**config.mk**
```make
export PLATFORM = sky130hd
export DESIGN_NAME = control_unit
export DESIGN_NICKNAME = d
export VERILOG_FILES = /design/src/rtl/ctrl_pkg.sv /design/src/rtl/decode_if.sv /design/src/rtl/control_unit.sv /design/src/rtl/ctrl_sequencer.sv /design/src/rtl/ctrl_signal_gen.sv /design/src/rtl/instr_decoder.sv
export VERILOG_INCLUDE_DIRS = /design/src /design/src/rtl
export SDC_FILE = /design/constraint.sdc
export NUM_CORES = 1
export LEC_CHECK = 0
export ABC_CLOCK_PERIOD_IN_PS = 3500
export CAP_MARGIN = 20
export CORE_MARGIN = 4
export CORE_UTILIZATION = 45
export CTS_CLUSTER_SIZE = 40
export DETAILED_ROUTE_END_ITERATION = 12
export DONT_BUFFER_PORTS = 1
export MAX_ROUTING_LAYER = met4
export SLEW_MARGIN = 40
export SYNTH_ARGS = -nofsm -noshare
export SYNTH_HDL_FRONTEND = slang
export SYNTH_SLANG_ARGS = --single-unit
```
**constraint.sdc**
```tcl
create_clock -name clk -period 3.5 [get_ports clk]
set_input_delay 0.7 -clock clk [delete_from_list [all_inputs] [get_ports clk]]
set_output_delay 0.7 -clock clk [all_outputs]
set_load 0.01 [all_outputs]
```
**src/rtl/ctrl_defs.svh**
```systemverilog
`ifndef CTRL_DEFS_SVH
`define CTRL_DEFS_SVH

// Instruction field widths
`define CTRL_OPCODE_W 6
`define CTRL_FUNCT_W 6

// Sequencer state encoding
`define CTRL_STATE_W 5

// Wait counter wide enough for the longest wait
`define CTRL_CNT_W 3

// Memory access latency during fetch
`define CTRL_FETCH_WAIT 2

// Exception vector read latency
`define CTRL_EXC_WAIT 3

`endif

```
**src/rtl/ctrl_pkg.sv**
```systemverilog
`include "ctrl_defs.svh"

package ctrl_pkg;

    typedef enum logic [`CTRL_STATE_W-1:0] {
        ST_STACK_INIT,
        ST_FETCH0,
        ST_FETCH1,
        ST_DECODE,
        ST_DISPATCH,
        ST_ALU_RR,
        ST_ALU_IMM,
        ST_WB_RD,
        ST_WB_RT,
        ST_LOAD,
        ST_STORE,
        ST_LUI,
        ST_EXC_ILLEGAL,
        ST_EXC_OVERFLOW,
        ST_EXC_VECTOR
    } state_e;

    typedef enum logic [`CTRL_OPCODE_W-1:0] {
        OP_RTYPE = 6'h00,
        OP_ADDI  = 6'h08,
        OP_ADDIU = 6'h09,
        OP_LUI   = 6'h0f,
        OP_LB    = 6'h20,
        OP_LH    = 6'h21,
        OP_LW    = 6'h23,
        OP_SB    = 6'h28,
        OP_SH    = 6'h29,
        OP_SW    = 6'h2b
    } opcode_e;

    typedef enum logic [`CTRL_FUNCT_W-1:0] {
        FN_ADD = 6'h20,
        FN_SUB = 6'h22,
        FN_AND = 6'h24
    } funct_e;

    typedef enum logic [2:0] {
        CL_ALU_RR,
        CL_ALU_IMM,
        CL_LOAD,
        CL_STORE,
        CL_LUI,
        CL_ILLEGAL
    } instr_class_e;

    typedef enum logic [2:0] {
        ALU_NONE = 3'd0,
        ALU_ADD  = 3'd1,
        ALU_AND  = 3'd2,
        ALU_SUB  = 3'd3
    } alu_op_e;
    typedef enum logic [1:0] {SZ_WORD = 2'd0, SZ_HALF = 2'd1, SZ_BYTE = 2'd2} mem_size_e;
    typedef enum logic [1:0] {SRCA_PC = 2'd0, SRCA_REG_A = 2'd1} alu_src_a_e;
    typedef enum logic [2:0] {SRCB_REG_B = 3'd0, SRCB_FOUR = 3'd1, SRCB_IMM = 3'd2} alu_src_b_e;
    typedef enum logic [2:0] {ADDR_PC = 3'd0, ADDR_ALU_OUT = 3'd1, ADDR_EXC_VECTOR = 3'd2} iord_e;
    typedef enum logic [1:0] {DST_RT = 2'd0, DST_RD = 2'd1, DST_STACK_PTR = 2'd2} reg_dst_e;

    // Register file write-back source
    typedef enum logic [3:0] {
        WB_ALU_OUT   = 4'd0,
        WB_MDR       = 4'd1,
        WB_STACK_TOP = 4'd4,
        WB_LUI       = 4'd8
    } mem_to_reg_e;

    typedef enum logic [2:0] {PC_ALU = 3'd0, PC_EXC = 3'd3} pc_src_e;
    typedef enum logic [1:0] {EXC_ILLEGAL = 2'd0, EXC_OVERFLOW = 2'd1} exc_cause_e;

endpackage

```
**src/rtl/decode_if.sv**
```systemverilog
`timescale 1ns/1ps

interface decode_if;

    ctrl_pkg::instr_class_e instr_class;
    ctrl_pkg::alu_op_e      alu_op;
    ctrl_pkg::mem_size_e    mem_size;
    // Immediate ALU ops write back to rt
    logic                   wb_to_rt;

    modport decoder (
        output instr_class,
        output alu_op,
        output mem_size,
        output wb_to_rt
    );

    modport sequencer (input instr_class);

    modport signal_gen (input alu_op, input mem_size);

endinterface

```
**src/rtl/control_unit.sv**
```systemverilog
`timescale 1ns/1ps
`include "ctrl_defs.svh"

module control_unit (
    input  logic                                     clk,
    input  logic                                     reset,
    input  logic                                     ov,
    input  logic [`CTRL_OPCODE_W-1:0]                opcode,
    input  logic [`CTRL_FUNCT_W-1:0]                 funct,
    output logic                                     pc_write,
    output logic                                     mem_wr,
    output logic                                     ir_write,
    output logic                                     a_write,
    output logic                                     b_write,
    output logic                                     alu_out_write,
    output logic                                     epc_write,
    output logic                                     reg_write,
    output logic [$bits(ctrl_pkg::reg_dst_e)-1:0]    reg_dst,
    output logic [$bits(ctrl_pkg::exc_cause_e)-1:0]  except,
    output logic [$bits(ctrl_pkg::mem_size_e)-1:0]   mem_to_mdr,
    output logic [$bits(ctrl_pkg::mem_size_e)-1:0]   b_to_mem,
    output logic [$bits(ctrl_pkg::alu_src_a_e)-1:0]  alu_src_a,
    output logic [$bits(ctrl_pkg::iord_e)-1:0]       iord,
    output logic [$bits(ctrl_pkg::alu_src_b_e)-1:0]  alu_src_b,
    output logic [$bits(ctrl_pkg::alu_op_e)-1:0]     alu_op,
    output logic [$bits(ctrl_pkg::pc_src_e)-1:0]     pc_src,
    output logic [$bits(ctrl_pkg::mem_to_reg_e)-1:0] mem_to_reg
);

    ctrl_pkg::state_e state;

    decode_if dec_bus ();

    instr_decoder u_decoder (
        .opcode (opcode),
        .funct  (funct),
        .dec    (dec_bus.decoder)
    );

    ctrl_sequencer u_sequencer (
        .clk   (clk),
        .reset (reset),
        .ov    (ov),
        .dec   (dec_bus.sequencer),
        .state (state)
    );

    ctrl_signal_gen u_signal_gen (
        .state         (state),
        .ov            (ov),
        .dec           (dec_bus.signal_gen),
        .pc_write      (pc_write),
        .mem_wr        (mem_wr),
        .ir_write      (ir_write),
        .a_write       (a_write),
        .b_write       (b_write),
        .alu_out_write (alu_out_write),
        .epc_write     (epc_write),
        .reg_write     (reg_write),
        .reg_dst       (reg_dst),
        .except        (except),
        .mem_to_mdr    (mem_to_mdr),
        .b_to_mem      (b_to_mem),
        .alu_src_a     (alu_src_a),
        .iord          (iord),
        .alu_src_b     (alu_src_b),
        .alu_op        (alu_op),
        .pc_src        (pc_src),
        .mem_to_reg    (mem_to_reg)
    );

endmodule

```
**src/rtl/ctrl_sequencer.sv**
```systemverilog
`timescale 1ns/1ps
`include "ctrl_defs.svh"

module ctrl_sequencer (
    input  logic             clk,
    input  logic             reset,
    input  logic             ov,
    decode_if.sequencer      dec,
    output ctrl_pkg::state_e state
);

    localparam logic [`CTRL_CNT_W-1:0] FETCH_LAST = `CTRL_FETCH_WAIT - 1;
    localparam logic [`CTRL_CNT_W-1:0] EXC_LAST   = `CTRL_EXC_WAIT - 1;

    ctrl_pkg::state_e        state_next;
    logic [`CTRL_CNT_W-1:0]  wait_cnt;
    logic                    exc_wait;

    assign exc_wait = (state == ctrl_pkg::ST_EXC_ILLEGAL) ||
                      (state == ctrl_pkg::ST_EXC_OVERFLOW);

    always_ff @(posedge clk) begin
        if (reset) begin
            state    <= ctrl_pkg::ST_STACK_INIT;
            wait_cnt <= '0;
        end else begin
            state <= state_next;
            // Counts cycles spent in the current state
            if (state_next != state) begin
                wait_cnt <= '0;
            end else begin
                wait_cnt <= wait_cnt + 1'b1;
            end
        end
    end

    always_comb begin
        state_next = state;
        case (state)
            ctrl_pkg::ST_STACK_INIT: state_next = ctrl_pkg::ST_FETCH0;
            ctrl_pkg::ST_FETCH0: begin
                if (wait_cnt == FETCH_LAST) begin
                    state_next = ctrl_pkg::ST_FETCH1;
                end
            end
            ctrl_pkg::ST_FETCH1: state_next = ctrl_pkg::ST_DECODE;
            ctrl_pkg::ST_DECODE: state_next = ctrl_pkg::ST_DISPATCH;
            ctrl_pkg::ST_DISPATCH: begin
                case (dec.instr_class)
                    ctrl_pkg::CL_ALU_RR:  state_next = ctrl_pkg::ST_ALU_RR;
                    ctrl_pkg::CL_ALU_IMM: state_next = ctrl_pkg::ST_ALU_IMM;
                    ctrl_pkg::CL_LOAD:    state_next = ctrl_pkg::ST_LOAD;
                    ctrl_pkg::CL_STORE:   state_next = ctrl_pkg::ST_STORE;
                    ctrl_pkg::CL_LUI:     state_next = ctrl_pkg::ST_LUI;
                    default:              state_next = ctrl_pkg::ST_EXC_ILLEGAL;
                endcase
            end
            ctrl_pkg::ST_ALU_RR:  state_next = ctrl_pkg::ST_WB_RD;
            ctrl_pkg::ST_ALU_IMM: state_next = ctrl_pkg::ST_WB_RT;
            // Overflow flag is valid during write-back
            ctrl_pkg::ST_WB_RD, ctrl_pkg::ST_WB_RT: begin
                state_next = ov ? ctrl_pkg::ST_EXC_OVERFLOW : ctrl_pkg::ST_FETCH0;
            end
            ctrl_pkg::ST_LOAD, ctrl_pkg::ST_STORE, ctrl_pkg::ST_LUI: begin
                state_next = ctrl_pkg::ST_FETCH0;
            end
            ctrl_pkg::ST_EXC_ILLEGAL, ctrl_pkg::ST_EXC_OVERFLOW: begin
                if (wait_cnt == EXC_LAST) begin
                    state_next = ctrl_pkg::ST_EXC_VECTOR;
                end
            end
            ctrl_pkg::ST_EXC_VECTOR: state_next = ctrl_pkg::ST_FETCH0;
            default: state_next = ctrl_pkg::ST_STACK_INIT;
        endcase
    end

    a_state_legal: assert property (@(posedge clk) disable iff (reset)
        state inside {ctrl_pkg::ST_STACK_INIT, ctrl_pkg::ST_FETCH0, ctrl_pkg::ST_FETCH1,
                      ctrl_pkg::ST_DECODE, ctrl_pkg::ST_DISPATCH, ctrl_pkg::ST_ALU_RR,
                      ctrl_pkg::ST_ALU_IMM, ctrl_pkg::ST_WB_RD, ctrl_pkg::ST_WB_RT,
                      ctrl_pkg::ST_LOAD, ctrl_pkg::ST_STORE, ctrl_pkg::ST_LUI,
                      ctrl_pkg::ST_EXC_ILLEGAL, ctrl_pkg::ST_EXC_OVERFLOW,
                      ctrl_pkg::ST_EXC_VECTOR})
        else $error("sequencer state register holds an undefined encoding");

    a_dispatch_once: assert property (@(posedge clk) disable iff (reset)
        state == ctrl_pkg::ST_DISPATCH |=> state != ctrl_pkg::ST_DISPATCH)
        else $error("dispatch state held for more than one cycle");

    a_exc_wait_len: assert property (@(posedge clk) disable iff (reset)
        exc_wait [*`CTRL_EXC_WAIT] |=> !exc_wait)
        else $error("exception wait state exceeded its cycle count");

endmodule

```
**src/rtl/ctrl_signal_gen.sv**
```systemverilog
`timescale 1ns/1ps

module ctrl_signal_gen (
    input  ctrl_pkg::state_e      state,
    input  logic                  ov,
    decode_if.signal_gen          dec,
    output logic                  pc_write,
    output logic                  mem_wr,
    output logic                  ir_write,
    output logic                  a_write,
    output logic                  b_write,
    output logic                  alu_out_write,
    output logic                  epc_write,
    output logic                  reg_write,
    output ctrl_pkg::reg_dst_e    reg_dst,
    output ctrl_pkg::exc_cause_e  except,
    output ctrl_pkg::mem_size_e   mem_to_mdr,
    output ctrl_pkg::mem_size_e   b_to_mem,
    output ctrl_pkg::alu_src_a_e  alu_src_a,
    output ctrl_pkg::iord_e       iord,
    output ctrl_pkg::alu_src_b_e  alu_src_b,
    output ctrl_pkg::alu_op_e     alu_op,
    output ctrl_pkg::pc_src_e     pc_src,
    output ctrl_pkg::mem_to_reg_e mem_to_reg
);

    always_comb begin
        pc_write      = 1'b0;
        mem_wr        = 1'b0;
        ir_write      = 1'b0;
        a_write       = 1'b0;
        b_write       = 1'b0;
        alu_out_write = 1'b0;
        epc_write     = 1'b0;
        reg_write     = 1'b0;
        reg_dst       = ctrl_pkg::DST_RT;
        except        = ctrl_pkg::EXC_ILLEGAL;
        mem_to_mdr    = ctrl_pkg::SZ_WORD;
        b_to_mem      = ctrl_pkg::SZ_WORD;
        alu_src_a     = ctrl_pkg::SRCA_PC;
        iord          = ctrl_pkg::ADDR_PC;
        alu_src_b     = ctrl_pkg::SRCB_REG_B;
        alu_op        = ctrl_pkg::ALU_NONE;
        pc_src        = ctrl_pkg::PC_ALU;
        mem_to_reg    = ctrl_pkg::WB_ALU_OUT;

        case (state)
            // Instruction read while the ALU forms PC + 4
            ctrl_pkg::ST_FETCH0, ctrl_pkg::ST_FETCH1: begin
                iord      = ctrl_pkg::ADDR_PC;
                alu_src_a = ctrl_pkg::SRCA_PC;
                alu_src_b = ctrl_pkg::SRCB_FOUR;
                alu_op    = ctrl_pkg::ALU_ADD;
                if (state == ctrl_pkg::ST_FETCH1) begin
                    pc_write = 1'b1;
                    ir_write = 1'b1;
                end
            end
            ctrl_pkg::ST_DECODE: begin
                a_write = 1'b1;
                b_write = 1'b1;
            end
            ctrl_pkg::ST_ALU_RR, ctrl_pkg::ST_ALU_IMM: begin
                alu_src_a     = ctrl_pkg::SRCA_REG_A;
                alu_src_b     = (state == ctrl_pkg::ST_ALU_IMM) ? ctrl_pkg::SRCB_IMM
                                                                : ctrl_pkg::SRCB_REG_B;
                alu_op        = dec.alu_op;
                alu_out_write = 1'b1;
            end
            // Result is dropped on overflow
            ctrl_pkg::ST_WB_RD, ctrl_pkg::ST_WB_RT: begin
                if (!ov) begin
                    reg_write  = 1'b1;
                    reg_dst    = (state == ctrl_pkg::ST_WB_RD) ? ctrl_pkg::DST_RD
                                                               : ctrl_pkg::DST_RT;
                    mem_to_reg = ctrl_pkg::WB_ALU_OUT;
                end
            end
            ctrl_pkg::ST_LOAD: begin
                reg_write  = 1'b1;
                reg_dst    = ctrl_pkg::DST_RT;
                mem_to_reg = ctrl_pkg::WB_MDR;
                mem_to_mdr = dec.mem_size;
            end
            ctrl_pkg::ST_STORE: begin
                mem_wr   = 1'b1;
                iord     = ctrl_pkg::ADDR_ALU_OUT;
                b_to_mem = dec.mem_size;
            end
            ctrl_pkg::ST_LUI: begin
                reg_write  = 1'b1;
                reg_dst    = ctrl_pkg::DST_RT;
                mem_to_reg = ctrl_pkg::WB_LUI;
            end
            // Vector fetch while the ALU backs PC up by 4 for EPC
            ctrl_pkg::ST_EXC_ILLEGAL, ctrl_pkg::ST_EXC_OVERFLOW: begin
                except    = (state == ctrl_pkg::ST_EXC_OVERFLOW) ? ctrl_pkg::EXC_OVERFLOW
                                                                 : ctrl_pkg::EXC_ILLEGAL;
                iord      = ctrl_pkg::ADDR_EXC_VECTOR;
                alu_src_b = ctrl_pkg::SRCB_FOUR;
                alu_op    = ctrl_pkg::ALU_SUB;
            end
            ctrl_pkg::ST_EXC_VECTOR: begin
                epc_write = 1'b1;
                pc_write  = 1'b1;
                pc_src    = ctrl_pkg::PC_EXC;
            end
            ctrl_pkg::ST_STACK_INIT: begin
                reg_write  = 1'b1;
                reg_dst    = ctrl_pkg::DST_STACK_PTR;
                mem_to_reg = ctrl_pkg::WB_STACK_TOP;
            end
            default: ;
        endcase

        a_mem_reg_excl: assert final (!(mem_wr && reg_write))
            else $error("memory write and register write asserted together");
    end

endmodule

```
**src/rtl/instr_decoder.sv**
```systemverilog
`timescale 1ns/1ps
`include "ctrl_defs.svh"

module instr_decoder (
    input  logic [`CTRL_OPCODE_W-1:0] opcode,
    input  logic [`CTRL_FUNCT_W-1:0]  funct,
    decode_if.decoder                 dec
);

    always_comb begin
        dec.instr_class = ctrl_pkg::CL_ILLEGAL;
        dec.alu_op      = ctrl_pkg::ALU_NONE;
        dec.mem_size    = ctrl_pkg::SZ_WORD;
        dec.wb_to_rt    = 1'b0;

        case (opcode)
            ctrl_pkg::OP_RTYPE: begin
                case (funct)
                    ctrl_pkg::FN_ADD: begin
                        dec.instr_class = ctrl_pkg::CL_ALU_RR;
                        dec.alu_op      = ctrl_pkg::ALU_ADD;
                    end
                    ctrl_pkg::FN_AND: begin
                        dec.instr_class = ctrl_pkg::CL_ALU_RR;
                        dec.alu_op      = ctrl_pkg::ALU_AND;
                    end
                    ctrl_pkg::FN_SUB: begin
                        dec.instr_class = ctrl_pkg::CL_ALU_RR;
                        dec.alu_op      = ctrl_pkg::ALU_SUB;
                    end
                    default: ;
                endcase
            end
            // addiu differs from addi only in the datapath overflow flag
            ctrl_pkg::OP_ADDI, ctrl_pkg::OP_ADDIU: begin
                dec.instr_class = ctrl_pkg::CL_ALU_IMM;
                dec.alu_op      = ctrl_pkg::ALU_ADD;
                dec.wb_to_rt    = 1'b1;
            end
            ctrl_pkg::OP_LW: dec.instr_class = ctrl_pkg::CL_LOAD;
            ctrl_pkg::OP_LH: begin
                dec.instr_class = ctrl_pkg::CL_LOAD;
                dec.mem_size    = ctrl_pkg::SZ_HALF;
            end
            ctrl_pkg::OP_LB: begin
                dec.instr_class = ctrl_pkg::CL_LOAD;
                dec.mem_size    = ctrl_pkg::SZ_BYTE;
            end
            ctrl_pkg::OP_SW: dec.instr_class = ctrl_pkg::CL_STORE;
            ctrl_pkg::OP_SH: begin
                dec.instr_class = ctrl_pkg::CL_STORE;
                dec.mem_size    = ctrl_pkg::SZ_HALF;
            end
            ctrl_pkg::OP_SB: begin
                dec.instr_class = ctrl_pkg::CL_STORE;
                dec.mem_size    = ctrl_pkg::SZ_BYTE;
            end
            ctrl_pkg::OP_LUI: dec.instr_class = ctrl_pkg::CL_LUI;
            default: ;
        endcase
    end

endmodule

```
* After elaboration in Yosys (flattened, before gate mapping)
Cells that the tools add are included.
Widths: inputs -> output; s select.
** Storage, ports and cells
- Bits in registers :: 8
- Bits in latches :: 0
- Memory bits (writable) :: 0
- Bits in read-only memories :: 0
- Input port bits :: 15
- Output and inout bits :: 34
- Word-level logic and storage cells :: 86
- Memories kept :: 0
** Operators by class
- Add/subtract/negate cells :: 1
- Multiply operators :: 0
- Div/mod/pow operators :: 0
- Magnitude comparators :: 0
- Equality and inequality tests :: 33
- Shift operators :: 0
- Muxes and demuxes :: 33
- Bitwise operators :: 0
- Reduce and logical (&&, ||, !) cells :: 17
** Operators by type and width (count)
- $eq 6x6->1 const B :: 9
- $pmux 5 s9 :: 1
- $eq 5x4->1 const B :: 7
- $eq 5x3->1 const B :: 4
- $pmux 4 s5 :: 1
- $eq 6x4->1 const B :: 3
- $reduce_or 2->1 :: 8
- $pmux 3 s5 :: 1
- $mux 2 :: 6
- $pmux 2 s2 :: 3
- $pmux 3 s2 :: 2
- $pmux 4 s3 :: 1
- $reduce_or 3->1 :: 4
- $eq 5x2->1 const B :: 2
- $mux 1 :: 10
- $mux 5 :: 2
- $eq 3x2->1 const B :: 3
- $pmux 3 s3 :: 1
- $eq 3x1->1 const B :: 2
- $logic_not 6->1 :: 1
- $pmux 2 s3 :: 1
- $eq 5x1->1 const B :: 1
- $logic_not 5->1 :: 1
- $ne 5x5->1 :: 1
- other kinds (8) :: 9

* Longest topological paths before layout
Gate-level depths: netlist (run 1).
- Word-level depth :: 9
- Gate-level depth with buffers :: 8
- Gate-level depth less buffers :: 8

* By module
From an unflattened synthesis (run 1), not the netlist that was laid out.
** Unflattened totals
- Cell total of the unflattened synthesis :: 171
- Area total of the unflattened synthesis :: 1183.6 sq um
** Modules (own cells, without submodules)
- ctrl_sequencer :: instances 1, cells an instance 79, area each 628.1 sq um, seq. area each 160.2 sq um
- ctrl_signal_gen :: instances 1, cells an instance 63, area each 382.9 sq um, seq. area each 0.0 sq um
- instr_decoder :: instances 1, cells an instance 29, area each 172.7 sq um, seq. area each 0.0 sq um

* Worst setup path after synthesis (run 1)
Ideal clock, no wire load.
- Path type :: input-to-output
- Start point :: in opcode[2]
- End point :: out alu_op[0] (netlist bit)
- Arrival time :: 1.697 ns
- Data required time :: 2.800 ns
- Setup slack :: 1.103 ns
- Stages :: 5
- Buffers on the path :: 0
- Path through :: or3_4 -> nor3_4 -> nand2_1 -> o21ai_0 -> a21o_1
** Between the ends
- Cells in the longest elaborated chain, start to end :: 4
- Elaborated cells on any way between the ends :: 6
- Classes of those cells :: eq/ne (2); mux (2); reduce/logical (2)
** RTL lines
- start: declaration :: line control_unit.sv:8 : input logic [`CTRL_OPCODE_W-1:0] opcode,
- $eq 6x4->1
- $reduce_or 2->1
- $pmux 3 s2 (*) :: line instr_decoder.sv:16 : case (opcode)
- $pmux 3 s3 (*) :: line ctrl_signal_gen.sv:47 : case (state)
- end: declaration :: line control_unit.sv:25 : output logic [$bits(ctrl_pkg::alu_op_e)-1:0] alu_op,
Every way passes the cells marked *; elsewhere a longest branch is shown, timed or not.

* Worst setup path after layout (run 1)
- Start point :: reg u_sequencer.state[2]
- End point :: out alu_op[1] (netlist bit)
** Between the ends
- Cells in the longest elaborated chain, start to end :: 3
- Elaborated cells on any way between the ends :: 10
- Classes of those cells :: eq/ne (6); mux (1); reduce/logical (3)
** RTL lines
- start: declaration :: line ctrl_sequencer.sv:9 : output ctrl_pkg::state_e state
- start signal: assignment :: line ctrl_sequencer.sv:24 : state <= ctrl_pkg::ST_STACK_INIT;
- start signal: assignment :: line ctrl_sequencer.sv:27 : state <= state_next;
- $eq 5x4->1, or another cell as far along :: line ctrl_signal_gen.sv:47
- $reduce_or 2->1 :: line ctrl_signal_gen.sv:47
- $pmux 3 s3 (*) :: line ctrl_signal_gen.sv:47
Marks and branches as above.

==> summary.md, run 1 <==
| Metric | Value |
|---|---|
| Clock tree buffer depth | `2` |
| Max Freq | `338 MHz` |
| Cell area after technology mapping | `0.00115 mm²` |
| Reg2Reg Launch Point | `u_sequencer.state[2]$_SDFF_PP0_` |
| Reg-to-reg endpoint | `u_sequencer.wait_cnt[0]$_SDFF_PP0_` |
| Number of buffers created by CTS | `3` |
| Vias/cell | `5.77` |
| WP data arrival | `2260 ps` |
| Residual DRC | `0` |
| Slowest-stage cell, CP | `sky130_fd_sc_hd__dfxtp_1` |
| Sw Share | `32.3%` |
| LEAKAGE | `0.402 nW` |
| Number of H-tree branching levels | `1` |
| Post-layout nets | `169` |
| Most common flop cell mapped by yosys | `sky130_fd_sc_hd__dfxtp_1` |
| Hold Vio Cnt, Final | `0` |
| Post-detailed-routing wire length | `2.65 mm` |
| Final worst path period share | `84.6%` |
| Cell taking the most area after synthesis | `sky130_fd_sc_hd__dfxtp_1` |
| All-layer global routing usage | `16.2%` |
| Tmin final | `2960 ps` |
| Worst hold-check path type | `reg -> reg` |
| Family of cells with the greatest summed delay on the critical path | `compound AO/OA/AOI/OAI gates` |
| Number of different library cells in the post-synthesis netlist | `49` |
| Starting density of the core | `46.9%` |
| Proportion of power drawn by combinational gates | `27.0%` |
| Global placer's final weighted congestion | `0.918` |
| Total area of multi-input combinational cells | `867 µm²` |
| TritonRoute pass-1 iters | `4` |
| Count of synthesis-stage warnings from yosys | `0` |
| Endpoint type of the worst setup path | `output pin` |
| Pre-CTS setup slack | `787 ps` |
| Worst reg2reg path depth | `6` |
| Launching element type of the critical path | `flop` |
| Sequential cell area in the final layout | `160 µm²` |
| Setup repair after global routing missed its margin | `false` |
| Number of antenna violations at the first check in global routing | `0` |
| VDD IR-drop max | `0.169 mV` |
| Clock input transition at the sequential cells of the worst setup and hold paths | `50 ps` |
| Number of global-route vias before repair | `919` |
| Placeable core region | `0.00245 mm²` |
| Inserted Diodes | `0` |
| Final ANT Viol Nets | `0` |
| Number of instances in the synthesized netlist | `159` |
| Total cell area at the placement stage | `0.00109 mm²` |
| Std-Cell Rows | `18` |
| Top-level port count | `49` |
| Clock latency reported for the late side of the worst-skew pair | `250 ps` |
| Part of the total power dissipated in sequential elements | `44.9%` |
| Total buffers and inverters traversed by the critical path | `0` |
| Overflow left after global routing | `0` |
| PwrDens | `212 mW/mm²` |
| Total of hold buffers inserted after clock tree synthesis | `0` |
| Die height | `58.6 µm` |
| Number of flops mapped to enable cells by yosys | `0` |
| Largest net degree at the start of global routing | `19` |
| Synth Area per Inst | `7.24 µm²` |
| Final setup violation count | `0` |
| Fraction of final layout cells with drive strength greater than 1 | `10.7%` |
| Fin cells | `179` |
| Portion of synthesized cell area occupied by the leading cell type | `13.9%` |
| Non-Filler Cell Area, Final | `0.00111 mm²` |
| Sum of negative setup slack | `0 ps` |
| Die width | `58.6 µm` |
| R2R setup slack | `1200 ps` |
| Depth of the worst hold-timing path | `1` |
| Max-cap viol count | `0` |
| Critical path origin | `u_sequencer.state[2]$_SDFF_PP0_` |
| DR WL/cell | `14.8 µm` |
| Endpoint of the worst hold path | `u_sequencer.wait_cnt[0]$_SDFF_PP0_` |
| CTS Sinks | `8` |
| CP max stage delay | `630 ps` |
| Drt first-iter violations | `67` |
| TritonCTS clock tree | `built` |
| Internal cell power | `160 µW` |
| Critical hold path startpoint | `u_sequencer.wait_cnt[0]$_SDFF_PP0_` |
| Headroom to the max-slew limit | `60.2%` |
| First-pass GRT wire length | `4.18 mm` |
| Clock share of power | `28.1%` |
| DIE AREA | `0.00343 mm²` |
| Critical-path maximum fanout | `17` |
| Total of fill cells in the finished design | `270` |
| Synth top area cells | `sky130_fd_sc_hd__dfxtp_1, sky130_fd_sc_hd__nor2_1, sky130_fd_sc_hd__a2111oi_4` |
| Placed wire-length estimate after detailed placement | `2.14 mm` |
| Post-cts repair resize count | `0` |
| Final critical-path setup slack | `537 ps` |
| Share of the yosys chip area belonging to registers | `13.9%` |
| Post CTS Setup Buffer Count | `0` |
| Status | `complete, no violations` |
| Number of synthesized register bits | `8` |
| Tightest hold margin | `500 ps` |
| Count of placed standard cells including taps | `176` |
| Crit Path Class | `reg -> out` |
| IO Port Bufs | `0` |
| Root Buffer Master | `sky130_fd_sc_hd__clkbuf_4` |
| Critical Path, Cell by Cell | `or3b_4, a21oi_1, nand2_1, o22ai_1` |
| Share of flip-flops with an asynchronous set or reset | `0%` |
| Switching power | `76.2 µW` |
| Area added between synthesis and finish | `-3.26%` |
| Maximum clock skew at final layout | `4.32 ps` |
| CP required | `2800 ps` |
| Vias | `1032` |
| Slew at the pin with the worst max-slew slack | `597 ps` |
| Number of pins exceeding their max-slew limit in the final report | `0` |
## state kept, by name, summed over array words and instances (netlist names)
| register | cells |
|---|---|
| u_sequencer.state | 5 |
| u_sequencer.wait_cnt | 3 |
## final cells by class
type                       instances  area share, %
clock buffer                       3           2.02
inverter                           7           2.36
multi-input combinational        131           77.9
sequential                         8           14.4
tap                               30           3.37
## worst register-to-register path, cell delays in order, from the launching register on
cell and delay, ps:
sky130_fd_sc_hd__dfxtp_1 630, sky130_fd_sc_hd__or3b_4 490, sky130_fd_sc_hd__nor2_4 180, sky130_fd_sc_hd__a32oi_2 160
sky130_fd_sc_hd__a2111oi_4 370, sky130_fd_sc_hd__o211ai_1 210, sky130_fd_sc_hd__nor3_1 180
## synthesized netlist by cell type (2+ instances only)
cell                        count
sky130_fd_sc_hd__nand3_1        3
sky130_fd_sc_hd__o21a_1         2
sky130_fd_sc_hd__nor2_1        28
sky130_fd_sc_hd__o22ai_1        4
sky130_fd_sc_hd__ha_1           3
sky130_fd_sc_hd__a2111oi_4      3
sky130_fd_sc_hd__buf_2          6
sky130_fd_sc_hd__o21ai_0        3
sky130_fd_sc_hd__nor2b_1        8
sky130_fd_sc_hd__buf_4         11
sky130_fd_sc_hd__nand3b_1       2
sky130_fd_sc_hd__a21oi_1        6
sky130_fd_sc_hd__or3_1          3
sky130_fd_sc_hd__nor3_1         7
sky130_fd_sc_hd__o211ai_1       2
sky130_fd_sc_hd__nand2b_1       7
sky130_fd_sc_hd__dfxtp_1        8
sky130_fd_sc_hd__a211oi_1       3
sky130_fd_sc_hd__nand2_1       12
sky130_fd_sc_hd__clkbuf_1       3
sky130_fd_sc_hd__inv_1          7
## layer usage
| metal | routed length (µm) | vias to the layer above | share of wire, % | global-route usage (%) |
|---|---|---|---|---|
| met1 | 1020 | 457 | 38 | 19.5 |
| met3 | 273 | 6 | 10 | 3.51 |
| met5 | 0 | - | 0 | - |
| met4 | 54 | 0 | 2.0 | 8.41 |
| li1 | - | 524 | - | - |
| met2 | 1300 | 45 | 49 | 25.2 |
## stage by stage
stage | utilization [%] | power [mW]
floorplan | - | 0.169
global placement | 44.4 | 0.171
detailed placement | 44.4 | 0.171
CTS | 45.4 | 0.242
global route | 45.4 | 0.256
finish | 45.4 | 0.236
## power groups by stage
stage	combinational [mW]	clock, mW	sequential [mW]
3_3_place_gp	0.0630	0	0.108
4_1_cts	0.0637	0.0720	0.106
5_1_grt	0.0706	0.0778	0.108
6_report	0.0637	0.0664	0.106
2_1_floorplan	0.0689	0	0.0998
3_5_place_dp	0.0634	0	0.108
## worst max-delay path by stage
| stage | to | slack, ps | depth (start not counted) |
|---|---|---|---|
| CTS | alu_op[1] | 520 | 4 |
| global placement | alu_op[1] | 860 | 4 |
| finish | alu_op[1] | 540 | 4 |
| floorplan | alu_op[0] | 1100 | 5 |
| global route | alu_op[1] | 400 | 4 |
| detailed placement | alu_op[1] | 790 | 4 |
## cells in the final DEF (no fill, tap or decap), types with 4 or more instances in the layout
master and count:
sky130_fd_sc_hd__a21oi_1 6, sky130_fd_sc_hd__conb_1 8, sky130_fd_sc_hd__dfxtp_1 8, sky130_fd_sc_hd__inv_1 7
sky130_fd_sc_hd__nand2_1 12, sky130_fd_sc_hd__nand2b_1 7, sky130_fd_sc_hd__nor2_1 28, sky130_fd_sc_hd__nor2b_1 8
sky130_fd_sc_hd__nor3_1 7, sky130_fd_sc_hd__o22ai_1 4
## kinds of logic after synthesis
logic type               after synthesis  share of synthesized area, %
XOR/XNOR                               3                          2.94
AND/OR/NAND/NOR                       82                          38.7
AO/OA/AOI/OAI                         35                          27.8
flip-flops                             8                          13.9
adder cells (fa/ha/maj)                3                          3.26
other                                  1                         0.326
buffers and inverters                 27                          13.0
Power figures use the tool's default switching activity.
==> run 2: changes to the inputs <==
--- a/config.mk
+++ b/config.mk
@@ -6,7 +6,7 @@
 export SDC_FILE = /design/constraint.sdc
 export NUM_CORES = 1
 export LEC_CHECK = 0
-export ABC_CLOCK_PERIOD_IN_PS = 3500
+export ABC_CLOCK_PERIOD_IN_PS = 3100
 export CAP_MARGIN = 20
 export CORE_MARGIN = 4
 export CORE_UTILIZATION = 45
==> constraint.sdc (replaced) <==
create_clock -name clk -period 3.1 [get_ports clk]
set_input_delay 0.62 -clock clk [delete_from_list [all_inputs] [get_ports clk]]
set_output_delay 0.62 -clock clk [all_outputs]
set_load 0.01 [all_outputs]
==> summary.md, run 2 (synthesis gave the netlist of run 1 again) <==
| Metric | Value |
|---|---|
| Final ANT Viol Nets | `0 (unchanged)` |
| Slowest-stage cell, CP | `sky130_fd_sc_hd__dfxtp_1 (unchanged)` |
| Largest register FFs | `5 (unchanged)` |
| IO Port Bufs | `0 (unchanged)` |
| Met3 usage in global routing | `1.97% (was 3.51%)` |
| Critical-path maximum fanout | `17 (unchanged)` |
| Starting density of the core | `46.9% (unchanged)` |
| Critical hold path startpoint | `reset (was u_sequencer.wait_cnt[0]$_SDFF_PP0_)` |
| Drt first-iter violations | `30 (was 67)` |
| Final worst path period share | `84.8%` |
| Pre-CTS setup slack | `742 ps (was 787 ps)` |
| Max-cap viol count | `0 (unchanged)` |
| Final critical-path setup slack | `472 ps (was 537 ps)` |
| Critical path origin | `u_sequencer.state[2]$_SDFF_PP0_ (unchanged)` |
| Tmin final | `2630 ps` |
| CP max stage delay | `660 ps (was 630 ps)` |
| Most common cell after layout, fill and taps aside | `sky130_fd_sc_hd__nor2_1 (unchanged)` |
| DIE AREA | `0.00343 mm² (unchanged)` |
| TritonCTS clock tree | `built (unchanged)` |
| Std-Cell Rows | `18 (unchanged)` |
| CTS Sinks | `8 (unchanged)` |
| Vias | `1068 (was 1032)` |
| Fraction of final layout cells with drive strength greater than 1 | `11.3% (was 10.7%)` |
| Reg2Reg Launch Point | `u_sequencer.state[2]$_SDFF_PP0_ (unchanged)` |
| Top library cells by usage in the layout, fill and taps aside | `sky130_fd_sc_hd__nor2_1, sky130_fd_sc_hd__nand2_1, sky130_fd_sc_hd__nor2b_1, sky130_fd_sc_hd__conb_1, sky130_fd_sc_hd__dfxtp_1 (unchanged)` |
| First-pass GRT wire length | `4.30 mm (was 4.18 mm)` |
| Largest registers ranked by flip-flop count | `u_sequencer.state (5), u_sequencer.wait_cnt (3) (unchanged)` |
| Launching element type of the critical path | `flop (unchanged)` |
| Post-cts repair resize count | `0 (unchanged)` |
| Vias/cell | `5.93 (was 5.77)` |
| Register containing the most flip-flops in the final layout | `u_sequencer.state (unchanged)` |
| Sum of negative setup slack | `0 ps (unchanged)` |
| GR peak layer | `met2 (unchanged)` |
| Sw Share | `33.2% (was 32.3%)` |
| Die height | `58.6 µm (unchanged)` |
| Proportion of power drawn by combinational gates | `26.7% (was 27.0%)` |
| Total of fill cells in the finished design | `259 (was 270)` |
| VDD IR-drop max | `0.187 mV (was 0.169 mV)` |
| CP required | `2480 ps (was 2800 ps)` |
| Placed wire-length estimate after detailed placement | `2.13 mm (was 2.14 mm)` |
| Number of global-route vias before repair | `960 (was 919)` |
| Part of the total power dissipated in sequential elements | `44.3% (was 44.9%)` |
| Area added between synthesis and finish | `-2.61% (was -3.26%)` |
| Number of antenna violations at the first check in global routing | `0 (unchanged)` |
| Post-route core utilization | `45.7% (was 45.4%)` |
| Post CTS Setup Buffer Count | `0 (unchanged)` |
| DR WL/cell | `15.2 µm (was 14.8 µm)` |
| Endpoint type of the worst setup path | `output pin (unchanged)` |
| LEAKAGE | `0.407 nW (was 0.402 nW)` |
| All-layer global routing usage | `16.4% (was 16.2%)` |
| Met1 Resource Use GR | `20.2% (was 19.5%)` |
| Post-layout nets | `170 (was 169)` |
| Overflow left after global routing | `0 (unchanged)` |
| Clock share of power | `29.0% (was 28.1%)` |
| Setup repair after global routing missed its margin | `false (unchanged)` |
| Clock tree buffer depth | `2 (unchanged)` |
| Maximum clock skew at final layout | `8.03 ps (was 4.32 ps)` |
| Hold Vio Cnt, Final | `0 (unchanged)` |
| Met2 usage | `27.4% (was 25.2%)` |
| Residual DRC | `0 (unchanged)` |
| Die width | `58.6 µm (unchanged)` |
| Total buffers and inverters traversed by the critical path | `1 (was 0)` |
| Clock input transition at the sequential cells of the worst setup and hold paths | `60 ps (was 50 ps)` |
| Number of pins exceeding their max-slew limit in the final report | `0 (unchanged)` |
| Clock latency reported for the late side of the worst-skew pair | `250 ps (about the same)` |
| Final setup violation count | `0 (unchanged)` |
| Number of buffers created by CTS | `3 (unchanged)` |
| Family of cells with the greatest summed delay on the critical path | `flip-flops (was compound AO/OA/AOI/OAI gates)` |
| PwrDens | `241 mW/mm² (was 212 mW/mm²)` |
| Switching power | `89.8 µW (was 76.2 µW)` |
| Crit Path Class | `reg -> out (unchanged)` |
| WP data arrival | `2010 ps (was 2260 ps)` |
| Critical Path, Cell by Cell | `or3b_4, a21oi_1, buf_4, nand2_1, o22ai_1 (was or3b_4, a21oi_1, nand2_1, o22ai_1)` |
| Total Power | `271 µW (was 236 µW)` |
| TritonRoute pass-1 iters | `5 (was 4)` |
| Placeable core region | `0.00245 mm² (unchanged)` |
| Max Freq | `381 MHz` |
| Slew at the pin with the worst max-slew slack | `581 ps (was 597 ps)` |
| Worst hold-check path type | `in -> reg (was reg -> reg)` |
| Status | `complete, no violations (unchanged)` |
| Internal cell power | `181 µW (was 160 µW)` |
| Total of hold buffers inserted after clock tree synthesis | `0 (unchanged)` |
| Largest net degree at the start of global routing | `19 (unchanged)` |
| Global placer's final weighted congestion | `0.849 (was 0.918)` |
| Number of H-tree branching levels | `1 (unchanged)` |
| Headroom to the max-slew limit | `61.2% (was 60.2%)` |
| Post-detailed-routing wire length | `2.73 mm (was 2.65 mm)` |
| Inserted Diodes | `0 (unchanged)` |
| Top-level port count | `49 (unchanged)` |
| Root Buffer Master | `sky130_fd_sc_hd__clkbuf_4 (unchanged)` |
run 2: final timing paths:
check	to	slack (ps)	depth (start not counted)
worst max register to register	u_sequencer.wait_cnt[1]$_SDFF_PP0_	750	6
worst max-delay path	alu_op[1]	470	5
worst min-delay path	u_sequencer.state[1]$_SDFF_PP0_	430	1
worst min register to register	u_sequencer.wait_cnt[0]$_SDFF_PP0_	500	1
run 2: per-stage QoR:
stage / cells / hold WS (ps) / cell area (µm²)
2_1_floorplan: 166 / 463 / 1180
3_3_place_gp: 177 / 483 / 1100
3_5_place_dp: 177 / 495 / 1100
4_1_cts: 180 / 421 / 1120
5_1_grt: 180 / 410 / 1120
6_report: 180 / 428 / 1120
run 2: layout make-up:
type	count	area [µm²]	share of cell area (%)
clock buffer	3	22.5	2.01
sequential	8	160	14.3
tap	30	37.5	3.35
multi-input combinational	131	867	77.3
inverter	7	26.3	2.34
timing repair buffer	1	7.51	0.670
run 2: power by group through the flow:
stage | Combinational (mW) | Sequential (mW) | Clock, mW
floorplan | 0.0777 | 0.113 | 0
detailed placement | 0.0720 | 0.122 | 0
CTS | 0.0727 | 0.119 | 0.0820
finish | 0.0722 | 0.120 | 0.0785
global route | 0.0811 | 0.121 | 0.0902
global placement | 0.0712 | 0.122 | 0
run 2: routing by layer:
layer,wire length [µm],vias up
li1,-,526
met1,1130,505
met2,1360,33
met3,214,4
met4,17,0
met5,0,-
